$ cat config.mk
export PLATFORM = sky130hd
export DESIGN_NAME = ifu_top
export DESIGN_NICKNAME = d
export VERILOG_FILES = /design/src/rtl/ifu_pkg.sv /design/src/rtl/wb_pkg.sv /design/src/rtl/ifu_pc_select.sv /design/src/rtl/ifu_stage_reg.sv /design/src/rtl/ifu_top.sv /design/src/rtl/ifu_wb_fetch.sv
export VERILOG_INCLUDE_DIRS = /design/src /design/src/rtl
export SDC_FILE = /design/constraint.sdc
export NUM_CORES = 1
export LEC_CHECK = 0
export BUFFER_PORTS_ARGS = -buffer_cell sky130_fd_sc_hd__buf_2
export CAP_MARGIN = 10
export CORE_MARGIN = 4
export CORE_UTILIZATION = 45
export DETAILED_ROUTE_END_ITERATION = 6
export GPL_TIMING_DRIVEN = 0
export PLACE_DENSITY = 0.77
export RECOVER_POWER = 25
export SLEW_MARGIN = 20
export SYNTH_ARGS = -nofsm -noshare
export SYNTH_HDL_FRONTEND = slang
export SYNTH_HIERARCHICAL = 1
export SYNTH_SLANG_ARGS = --single-unit
$ cat constraint.sdc
create_clock -name clock -period 8.3 [get_ports clock]
set_input_delay 1.66 -clock clock [delete_from_list [all_inputs] [get_ports clock]]
set_output_delay 1.66 -clock clock [all_outputs]
set_load 0.02 [all_outputs]
$ cat src/rtl/ifu_settings.svh
`ifndef IFU_SETTINGS_SVH
`define IFU_SETTINGS_SVH

// ===========================================================================
// fetch unit constants
// ===========================================================================

// word and address width
`define IFU_XLEN 32

// first fetch address after reset
// matches the boot vector of the core
`define IFU_RESET_PC 32'h1c00_0000

// exception code for a fetch that ended in a bus error
// goes into exccode of the bundle
`define IFU_EXC_FETCH_ERR 6'h08

`endif

$ cat src/rtl/ifu_pkg.sv
`include "ifu_settings.svh"

package ifu_pkg;

   // ========================================================================
   // core side types
   // ========================================================================

   // instruction address, one word
   typedef logic [`IFU_XLEN-1:0] addr_t;

   // one fetched instruction as handed to decode
   // ex and exccode flag a fetch that failed on the bus
   typedef struct packed {
      addr_t                pc;
      logic [`IFU_XLEN-1:0] inst;
      logic                 ex;
      logic [5:0]           exccode;
   } fetch_bundle_t;

   // redirect pulse from execute
   // except wins over ertn
   // ertn wins over br_taken
   typedef struct packed {
      // exception entry
      logic  except;
      addr_t eentry;
      // exception return
      logic  ertn;
      addr_t era;
      // resolved taken branch
      logic  br_taken;
      addr_t br_target;
   } redirect_t;

endpackage

$ cat src/rtl/wb_pkg.sv
`include "ifu_settings.svh"

package wb_pkg;

   // ========================================================================
   // wishbone classic bus types
   // ========================================================================

   // master to slave
   typedef struct packed {
      logic                 cyc;
      logic                 stb;
      logic                 we;
      logic [3:0]           sel;
      logic [`IFU_XLEN-1:0] adr;
   } wb_req_t;

   // slave to master
   // ack or err ends the cycle, never both
   typedef struct packed {
      logic                 ack;
      logic                 err;
      logic [`IFU_XLEN-1:0] dat;
   } wb_rsp_t;

endpackage
$ cat src/rtl/ifu_pc_select.sv
`timescale 1ns/1ps
`include "ifu_settings.svh"

module ifu_pc_select import ifu_pkg::*; (
   input  logic      clock,
   input  logic      rst_n,
   input  redirect_t redirect,
   input  logic      fetch_done,
   output addr_t     fetch_pc
);

   // width of the word index above the byte offset
   localparam int unsigned word_w = `IFU_XLEN - 2;

   // source selects, at most one high
   logic sel_exc;
   logic sel_ertn;
   logic sel_br;
   logic sel_inc;

   addr_t             pc_q;
   addr_t             pc_inc;
   addr_t             pc_next;
   logic [word_w-1:0] word_inc;

   // ========================================================================
   // sequential increment
   // ========================================================================

   // 30 bit incrementer on the word index
   assign word_inc = pc_q[`IFU_XLEN-1:2] + {{(word_w-1){1'b0}}, 1'b1};

   // byte offset passes through untouched
   assign pc_inc = {word_inc, pc_q[1:0]};

   // ========================================================================
   // priority choice
   // ========================================================================

   // exception entry first
   assign sel_exc = redirect.except;
   // then exception return
   assign sel_ertn = ~redirect.except & redirect.ertn;
   // then a taken branch
   assign sel_br = ~redirect.except & ~redirect.ertn & redirect.br_taken;
   // +4 only once the buffered word went to decode
   assign sel_inc = ~redirect.except & ~redirect.ertn & ~redirect.br_taken
                  & fetch_done;

   always_comb begin
      // default is hold
      pc_next = pc_q;
      if (sel_exc) begin
         pc_next = redirect.eentry;
      end else if (sel_ertn) begin
         pc_next = redirect.era;
      end else if (sel_br) begin
         pc_next = redirect.br_target;
      end else if (sel_inc) begin
         pc_next = pc_inc;
      end
   end

   // ========================================================================
   // fetch pc register
   // ========================================================================

   always_ff @(posedge clock) begin
      if (!rst_n) begin
         pc_q <= `IFU_RESET_PC;
      end else begin
         pc_q <= pc_next;
      end
   end

   // address of the current or next bus read
   assign fetch_pc = pc_q;

endmodule

$ cat src/rtl/ifu_stage_reg.sv
`timescale 1ns/1ps

module ifu_stage_reg #(
   parameter type payload_t = logic
) (
   input  logic     clock,
   input  logic     rst_n,
   input  logic     load,
   input  logic     flush,
   input  logic     in_valid,
   input  payload_t in_data,
   output logic     out_valid,
   output payload_t out_data
);

   logic     valid_q;
   payload_t data_q;

   // valid bit
   // flush beats load
   always_ff @(posedge clock) begin
      if (!rst_n || flush) begin
         valid_q <= 1'b0;
      end else if (load) begin
         valid_q <= in_valid;
      end
   end

   // payload
   // only moves for a real item, bubbles leave it alone
   always_ff @(posedge clock) begin
      if (load && in_valid) begin
         data_q <= in_data;
      end
   end

   assign out_valid = valid_q;
   assign out_data  = data_q;

endmodule

$ cat src/rtl/ifu_top.sv
`timescale 1ns/1ps

module ifu_top import ifu_pkg::*, wb_pkg::*; (
   input  logic          clock,
   input  logic          rst_n,
   output wb_req_t       wb_req,
   input  wb_rsp_t       wb_rsp,
   input  redirect_t     redirect,
   input  logic          stall,
   output fetch_bundle_t dec,
   output logic          dec_valid,
   output addr_t         pc_e,
   output addr_t         pc_w,
   output logic          pc_w_valid
);

   addr_t         fetch_pc;
   logic          fetch_done;
   logic          kill;
   logic          buf_valid;
   fetch_bundle_t buf_bundle;
   logic          buf_take;
   logic          dec_load;
   logic          dec_take;
   logic          trail_load;
   logic          pc_e_valid;
   logic          pc_m_valid;
   addr_t         pc_m;

   // ========================================================================
   // input side
   // ========================================================================

   // any redirect kills younger fetches
   assign kill = redirect.except | redirect.ertn | redirect.br_taken;

   ifu_pc_select u_pc_select (
      .clock      (clock),
      .rst_n      (rst_n),
      .redirect   (redirect),
      .fetch_done (fetch_done),
      .fetch_pc   (fetch_pc)
   );

   ifu_wb_fetch u_wb_fetch (
      .clock      (clock),
      .rst_n      (rst_n),
      .fetch_pc   (fetch_pc),
      .kill       (kill),
      .wb_req     (wb_req),
      .wb_rsp     (wb_rsp),
      .buf_valid  (buf_valid),
      .buf_bundle (buf_bundle),
      .buf_take   (buf_take),
      .fetch_done (fetch_done)
   );

   // ========================================================================
   // decode handoff
   // ========================================================================

   // load when empty or drained this cycle
   assign dec_load = ~dec_valid | ~stall;
   // buffer moves only if the redirect does not flush it
   assign buf_take = dec_load & buf_valid & ~kill;

   ifu_stage_reg #(.payload_t(fetch_bundle_t)) u_dec_reg (
      .clock     (clock),
      .rst_n     (rst_n),
      .load      (dec_load),
      .flush     (kill),
      .in_valid  (buf_valid),
      .in_data   (buf_bundle),
      .out_valid (dec_valid),
      .out_data  (dec)
   );

   // ========================================================================
   // pc trail
   // ========================================================================

   // trail advances on stall free cycles only
   assign trail_load = ~stall;
   // item accepted by decode
   assign dec_take = dec_valid & ~stall;

   // execute stage pc
   ifu_stage_reg #(.payload_t(addr_t)) u_d2e_reg (
      .clock     (clock),
      .rst_n     (rst_n),
      .load      (trail_load),
      .flush     (1'b0),
      .in_valid  (dec_take),
      .in_data   (dec.pc),
      .out_valid (pc_e_valid),
      .out_data  (pc_e)
   );

   // memory stage pc
   ifu_stage_reg #(.payload_t(addr_t)) u_e2m_reg (
      .clock     (clock),
      .rst_n     (rst_n),
      .load      (trail_load),
      .flush     (1'b0),
      .in_valid  (pc_e_valid),
      .in_data   (pc_e),
      .out_valid (pc_m_valid),
      .out_data  (pc_m)
   );

   // writeback stage pc
   ifu_stage_reg #(.payload_t(addr_t)) u_m2w_reg (
      .clock     (clock),
      .rst_n     (rst_n),
      .load      (trail_load),
      .flush     (1'b0),
      .in_valid  (pc_m_valid),
      .in_data   (pc_m),
      .out_valid (pc_w_valid),
      .out_data  (pc_w)
   );

endmodule

$ cat src/rtl/ifu_wb_fetch.sv
`timescale 1ns/1ps
`include "ifu_settings.svh"

module ifu_wb_fetch import ifu_pkg::*, wb_pkg::*; (
   input  logic          clock,
   input  logic          rst_n,
   input  addr_t         fetch_pc,
   input  logic          kill,
   output wb_req_t       wb_req,
   input  wb_rsp_t       wb_rsp,
   output logic          buf_valid,
   output fetch_bundle_t buf_bundle,
   input  logic          buf_take,
   output logic          fetch_done
);

   // drop waits out a cycle whose data is no longer wanted
   typedef enum logic [1:0] {
      st_idle,
      st_busy,
      st_drop
   } fetch_state_e;

   fetch_state_e  state_q;
   fetch_state_e  state_d;
   addr_t         adr_q;
   logic          bus_open;
   logic          start;
   logic          done;
   logic          fill;
   logic          buf_valid_q;
   fetch_bundle_t buf_q;

   // ========================================================================
   // bus cycle control
   // ========================================================================

   // new read only with an empty buffer and no redirect
   assign start = (state_q == st_idle) & ~buf_valid_q & ~kill;
   // slave ends the cycle
   assign done = wb_rsp.ack | wb_rsp.err;
   // response lands only if nothing killed it
   assign fill = (state_q == st_busy) & done & ~kill;

   always_comb begin
      state_d = state_q;
      case (state_q)
         st_idle: begin
            if (start) begin
               state_d = st_busy;
            end
         end
         st_busy: begin
            // kill in the ack cycle also discards
            if (done) begin
               state_d = st_idle;
            end else if (kill) begin
               state_d = st_drop;
            end
         end
         st_drop: begin
            if (done) begin
               state_d = st_idle;
            end
         end
         default: begin
            state_d = st_idle;
         end
      endcase
   end

   always_ff @(posedge clock) begin
      if (!rst_n) begin
         state_q <= st_idle;
      end else begin
         state_q <= state_d;
      end
   end

   // address held for the whole cycle
   always_ff @(posedge clock) begin
      if (start) begin
         adr_q <= fetch_pc;
      end
   end

   // read only, full word
   assign bus_open   = (state_q != st_idle);
   assign wb_req.cyc = bus_open;
   assign wb_req.stb = bus_open;
   assign wb_req.we  = 1'b0;
   assign wb_req.sel = 4'hf;
   assign wb_req.adr = adr_q;

   // ========================================================================
   // response buffer
   // ========================================================================

   always_ff @(posedge clock) begin
      if (!rst_n) begin
         buf_valid_q <= 1'b0;
      end else if (kill) begin
         buf_valid_q <= 1'b0;
      end else if (fill) begin
         buf_valid_q <= 1'b1;
      end else if (buf_take) begin
         buf_valid_q <= 1'b0;
      end
   end

   always_ff @(posedge clock) begin
      if (fill) begin
         buf_q.pc <= adr_q;
         buf_q.ex <= wb_rsp.err;
         // err carries no instruction
         if (wb_rsp.err) begin
            buf_q.inst    <= '0;
            buf_q.exccode <= `IFU_EXC_FETCH_ERR;
         end else begin
            buf_q.inst    <= wb_rsp.dat;
            buf_q.exccode <= '0;
         end
      end
   end

   assign buf_valid  = buf_valid_q;
   assign buf_bundle = buf_q;
   // tells the pc selector to step by 4
   assign fetch_done = buf_take & buf_valid_q;

endmodule

### Yosys cells after proc, flatten, opt, wreduce, memory -nomap -nowiden

Index checks and enable logic that the tools add are counted.

* input bits: 136
* word-level logic and storage cells: 76
* bits in registers: 309
* output and inout bits: 176

* muxes and demuxes: 12
* bitwise logic cells: 25
* $add $sub $neg: 1
* equal/unequal tests: 5
* reduce and logical (&&, ||, !) cells: 13

Operators by type and width (number)
* 32-bit 2-to-1 mux: 4
* 30-bit by 1-bit adder with 30-bit output, second input constant: 1
* 1-bit bitwise AND: 13
* 2-bit 2-to-1 mux: 4
* 1-bit inverter: 8
* 2-bit one-hot mux with 3 select lines: 1
* 1-bit logical AND: 4
* 4-bit 2-to-1 mux: 1
* 2-bit by 1-bit != test with 1-bit output, second input constant: 2
* 1-bit bitwise OR: 4
* 2-bit nonzero test: 2
* 4-bit nonzero test: 1
* 3-bit by 1-bit != test with 1-bit output, second input constant: 1
* 3-bit AND reduction: 1
* 3-bit nonzero test: 1
* 2-bit by 1-bit == test with 1-bit output, second input constant: 1
* 2-bit == test, second input constant: 1
* 2-bit zero test: 1
* 1-bit 2-to-1 mux: 2
* 2-bit OR reduction: 1
* 1-bit zero test: 1
* 1-bit logical OR: 1

### Longest topological paths before layout

* word-level depth: 10
* depth in mapped cells: 9
* depth with buffers taken out: 8

### By module

Netlist, hierarchy kept.

By module, submodules not included
* ifu_wb_fetch: cells each 166, sequential area each 2972.9 µm², area an instance 3405.8 µm², instances 1
* ifu_stage_reg (u_d2e_reg ...): cells each 36, sequential area each 980.9 µm², area an instance 1011.0 µm², instances 3
* ifu_pc_select: cells each 371, sequential area each 640.6 µm², area an instance 2620.0 µm², instances 1
* ifu_stage_reg (u_dec_reg): cells each 75, sequential area each 2152.1 µm², area an instance 2182.1 µm², instances 1
* ifu_top: cells each 7, sequential area each 0.0 µm², area an instance 37.5 µm², instances 1

### Least setup slack after synthesis

No wires, ideal clock.

* kind: input -> register
* start: input port redirect[65] in the netlist's numbering
* end: register u_wb_fetch.buf_q, in the netlist u_wb_fetch/buf_bundle[10] (enable)
* setup slack: 0.762 ns
* data arrival time: 6.956 ns
* setup time: 0.582 ns
* stages: 4
* buffers on the path: 0
* required time: 7.718 ns
* cell sequence: nor3_2 > inv_1 > or2_1 > nor3b_1

* cells in the longest elaborated chain, start to end: 4

RTL lines
* start, declared: RTL line ifu_top.sv:8 `input redirect_t redirect,`
* 1-bit bitwise OR (2 in series): RTL line ifu_top.sv:35 `assign kill = redirect.except | redirect.ertn | redirect.br_taken;`
* named net kill: RTL line ifu_top.sv:19 `logic kill;`
* 1-bit inverter: RTL line ifu_wb_fetch.sv:43 `assign fill = (state_q == st_busy) & done & ~kill;`
* 1-bit bitwise AND: RTL line ifu_wb_fetch.sv:43
* named net u_wb_fetch.fill: RTL line ifu_wb_fetch.sv:30 `logic fill;`
* end, declared: RTL line ifu_wb_fetch.sv:32 `fetch_bundle_t buf_q;`

The timed path passes the listed nets, and every way through them passes these cells.
A chain may end at the register's enable or synchronous reset.

### Final worst setup path

* start: input port redirect[65] in the netlist's numbering
* end: register u_wb_fetch.buf_q, in the netlist u_wb_fetch/buf_bundle[16] (enable)

The elaborated chain is that of the path after synthesis.

==> impl_metrics.json <==
{
  "status": "complete, no violations",
  "report.final.hold_viol_count": 0,
  "grt_most_used_layer": "met2",
  "worst_vdd_drop_mv": 0.1679,
  "routed_via_density": 5.309,
  "core.rowCount": 57,
  "initialDrtViolationCount": 805,
  "rsz0062_at_grt": "no",
  "drc": 0,
  "postSynthCellCount": 727,
  "clock.fmax_mhz": 259.5,
  "portBuffers": 306,
  "cts.reportedPaths.clkPinSlew_ns": 0.06,
  "switching_share_pct": 20.61,
  "layout_nets": 1220,
  "power.sequential.fraction_pct": 53.1,
  "crit_path_start_kind": "input port",
  "worstHoldPathCells": 0,
  "ctsHoldBuffers": 0,
  "yosys_register_bits": 303,
  "power.share.combinational_pct": 5.1,
  "total_switching_power_mw": 0.6528,
  "globalRouteTotalUtil_pct": 20.91,
  "grt_remaining_overflow": 0,
  "hold_path.class": "reg2reg",
  "initial_antenna_violation_count": 10,
  "synthAdderAreaFrac_pct": 0.1109,
  "cellLeakagePower_nw": 5.316,
  "synth_flop_cell": "sky130_fd_sc_hd__edfxtp_1",
  "detailroute.via_count": 7624,
  "ys_async_sr_fraction_pct": 0,
  "slew_headroom_pct": 34.67,
  "final_clock_period_utilization_by_the_worst_path_pct": 46.43,
  "synth.yosys.seq_area_share_pct": 77.21,
  "effective_utilization_at_floorplan_pct": 46.11,
  "layout.filler_cells": 1903,
  "placedInstanceArea_sq_um": 13370,
  "cts.repair.resized": 0,
  "post_synth.cell_area_avg_sq_um": 15.51,
  "synth-edff-count": 264,
  "critPathArrivalTime_ns": 4.08,
  "syn2layout_area_growth_pct": 27.32,
  "worst_case_register_to_register_setup_slack_ns": 5.79,
  "worst_reg2reg_startpoint": "u_wb_fetch/state_q[1]$_SDFFE_PN0P_",
  "die_width_um": 166.3,
  "numCtsBuffers": 29,
  "grt.met2_usage_pct": 34.69,
  "clockBufferDepth": 3,
  "worstPathCellList": "buf_2, nor3_2, inv_1, or2_1, nor3b_2, buf_6, buf_4, buf_4, buf_4",
  "critical_path.endpoint_type": "flip-flop",
  "use_met3_pct": 4.070,
  "critical_path_peak_fanout": 9,
  "cts.sinks": 303,
  "post-route-cell-area_sq_um": 14360,
  "timing.hold.worst_endpoint": "u_dec_reg/out_data[36]$_DFFE_PP_",
  "regToRegEndpoint": "u_wb_fetch/buf_bundle[16]$_SDFFCE_PP0P_",
  "clkPwrFrac_pct": 41.8,
  "die_area_sq_um": 27660,
  "clock_tree_from_tritoncts": "built",
  "internal_power_mw": 2.515,
  "clock_skew_ns": 0.01342,
  "synth.cell_area_sq_um": 11280,
  "final_gp_congestion": 0.9095,
  "timing.critical_path.mode_cell": "sky130_fd_sc_hd__buf_4",
  "compound_cell_area_share_of_the_yosys_netlist_pct": 9.352,
  "root_buffer": "sky130_fd_sc_hd__clkbuf_16",
  "dp_hpwl_mm": 22.75,
  "worstRegToRegCells": 6,
  "num_io_pins": 312,
  "synth-warning-count": 6,
  "layout_min_cycle_time_ns": 3.853,
  "path_class": "in2reg",
  "post_route_antenna_net_violation_count": 0,
  "final_max_slew_viol_count": 0,
  "yosys.area_share.simple_pct": 9.596,
  "fin_util_pct": 58.70,
  "maxCapViolCount": 0,
  "insertion_delay_ns": 0.53,
  "final_layout_size_suffix_gt1_share_pct": 36.20,
  "postCtsSetupRepairBufs": 0,
  "critical-path-max-stage-delay_ns": 0.71,
  "grt_pass1_wl_mm": 45.01,
  "worst_slew_pin_slew_ns": 0.9725,
  "first_pass_iters": 5,
  "design.core.area_sq_um": 24460,
  "ctsHtreeMaxLevel": 1,
  "critical_path.slowest_cell": "sky130_fd_sc_hd__nor3b_2",
  "yosysUniqueCellTypes": 67,
  "route.detailed.wl_per_inst_um": 21.22,
  "worstHoldStart": "u_wb_fetch/buf_bundle[36]$_SDFFCE_PP0P_",
  "setup-violations-final": 0,
  "gr-usage-met1_pct": 27.44,
  "synth_xor_area_share_pct": 0.3106,
  "mux_cell_area_share_after_synthesis_pct": 0.8320,
  "die-height_um": 166.3,
  "crit_required_ns": 8.52,
  "combinational_family_with_the_most_area_after_synthesis": "simple AND/OR/NAND/NOR gates",
  "routed_wl_mm": 30.47,
  "grt_max_degree": 43,
  "number_of_global_route_vias_before_repair": 7492,
  "power.density_nw_per_um2": 220.6
}
cells in the mapped netlist (5+ instances only):
library cell	instances	share of area [%]
sky130_fd_sc_hd__nor2b_1	39	2.2
sky130_fd_sc_hd__and2_1	6	0.33
sky130_fd_sc_hd__a22oi_1	9	0.60
sky130_fd_sc_hd__o21ai_1	16	0.71
sky130_fd_sc_hd__buf_4	14	0.93
sky130_fd_sc_hd__buf_2	5	0.22
sky130_fd_sc_hd__dfxtp_1	39	6.9
sky130_fd_sc_hd__a21oi_1	32	1.4
sky130_fd_sc_hd__nor2_1	31	1.0
sky130_fd_sc_hd__nand2_1	36	1.2
sky130_fd_sc_hd__a221oi_1	12	0.93
sky130_fd_sc_hd__nand2b_1	8	0.44
sky130_fd_sc_hd__o211ai_1	7	0.47
sky130_fd_sc_hd__clkbuf_1	25	0.83
sky130_fd_sc_hd__edfxtp_1	264	70
sky130_fd_sc_hd__inv_1	12	0.40
sky130_fd_sc_hd__mux2i_1	6	0.53
sky130_fd_sc_hd__o31a_1	5	0.39
sky130_fd_sc_hd__o31ai_1	10	0.67
sky130_fd_sc_hd__nor3_1	7	0.31
sky130_fd_sc_hd__o21ai_0	20	0.89
sky130_fd_sc_hd__o22ai_1	9	0.50
sky130_fd_sc_hd__and4_1	5	0.39
sky130_fd_sc_hd__nand3_1	16	0.71
sky130_fd_sc_hd__nor4_1	5	0.28
sky130_fd_sc_hd__nand4_1	9	0.50
power by group through the flow:
stage	Sequential, mW	Clock [mW]	Combinational, mW
final	1.68	1.32	0.161
after global routing	1.69	1.42	0.173
after CTS	1.68	1.35	0.158
after detailed placement	1.72	0	0.157
after global placement	1.72	0	0.151
after floorplan	1.71	0	0.0812
kinds of logic after synthesis:
kind of cell             Yosys count
AO/OA/AOI/OAI                    156
XOR/XNOR                           4
flip-flops                       303
multiplexers                       9
other                              3
adder cells (fa/ha/maj)            1
AND/OR/NAND/NOR                  192
buffers and inverters             59
how the worst max path moves through the flow:
stage                 startpoint                                       to  slack, ns  depth (start not counted)
global placement    redirect[65]      u_wb_fetch/buf_bundle[40]$_DFFE_PP_      -2.02                          5
finish              redirect[65]  u_wb_fetch/buf_bundle[16]$_SDFFCE_PP0P_       4.45                          9
CTS                 redirect[65]  u_wb_fetch/buf_bundle[16]$_SDFFCE_PP0P_       4.49                          9
global route        redirect[65]  u_wb_fetch/buf_bundle[16]$_SDFFCE_PP0P_       4.39                          9
detailed placement  redirect[65]      u_wb_fetch/buf_bundle[39]$_DFFE_PP_       3.94                          9
floorplan           redirect[65]  u_wb_fetch/buf_bundle[10]$_SDFFCE_PP0P_       0.76                          4
final cells by class:
| cell class | instances | area (sq um) | area share [%] |
|---|---|---|---|
| well taps | 324 | 405.4 | 2.823 |
| plain buffers | 44 | 224.0 | 1.560 |
| clock inverters | 17 | 196.4 | 1.368 |
| inverters | 15 | 56.30 | 0.3921 |
| multi-input cells | 375 | 2341 | 16.30 |
| diodes | 7 | 17.52 | 0.1220 |
| clock buffers | 36 | 772.0 | 5.376 |
| repair buffers | 315 | 1639 | 11.41 |
| flip-flops and latches | 303 | 8708 | 60.64 |
placed cells by master (no fill, tap or decap), types with 13 or more instances in the layout:
cell,count
sky130_fd_sc_hd__a21oi_1,32
sky130_fd_sc_hd__buf_2,311
sky130_fd_sc_hd__buf_4,19
sky130_fd_sc_hd__clkbuf_1,30
sky130_fd_sc_hd__clkbuf_16,29
sky130_fd_sc_hd__conb_1,13
sky130_fd_sc_hd__dfxtp_1,39
sky130_fd_sc_hd__edfxtp_1,264
sky130_fd_sc_hd__nand2_1,36
sky130_fd_sc_hd__nand3_1,16
sky130_fd_sc_hd__nor2_1,30
sky130_fd_sc_hd__nor2b_1,39
sky130_fd_sc_hd__o21ai_0,20
sky130_fd_sc_hd__o21ai_1,16
worst max-delay path, delay by kind of cell:
kind / cells / cell delay [ns]
simple gates: 3 / 1.28
buf+inv: 6 / 1.11
sequential cells by signal (all words and copies together), names as in the netlist, 2 cells and up:
signal	cells
u_dec_reg/out_data	71
u_wb_fetch/buf_bundle	65
u_d2e_reg/out_data	32
u_e2m_reg/out_data	32
u_m2w_reg/out_data	32
u_pc_select/fetch_pc	32
u_wb_fetch/adr_q	32
u_wb_fetch/state_q	2
layer usage:
layer | wire [um] | vias up | share of wire, %
li1 | - | 3512 | -
met1 | 11760 | 3631 | 39
met2 | 15120 | 414 | 50
met3 | 2559 | 61 | 8.4
met4 | 987 | 6 | 3.2
met5 | 41 | - | 0.13
through the flow:
step	power (mW)	TNS (ns)	setup slack [ns]	std cells	hold WS, ns
floorplan	1.795	0	0.7620	737	0.4003
global placement	1.866	-130.64	-2.015	1367	0.4007
detailed placement	1.873	0	3.940	1376	0.4045
CTS	3.187	0	4.486	1429	0.4156
global route	3.279	0	4.390	1436	0.4207
finish	3.168	0	4.447	1436	0.4150
Power figures use the tool's default switching activity.
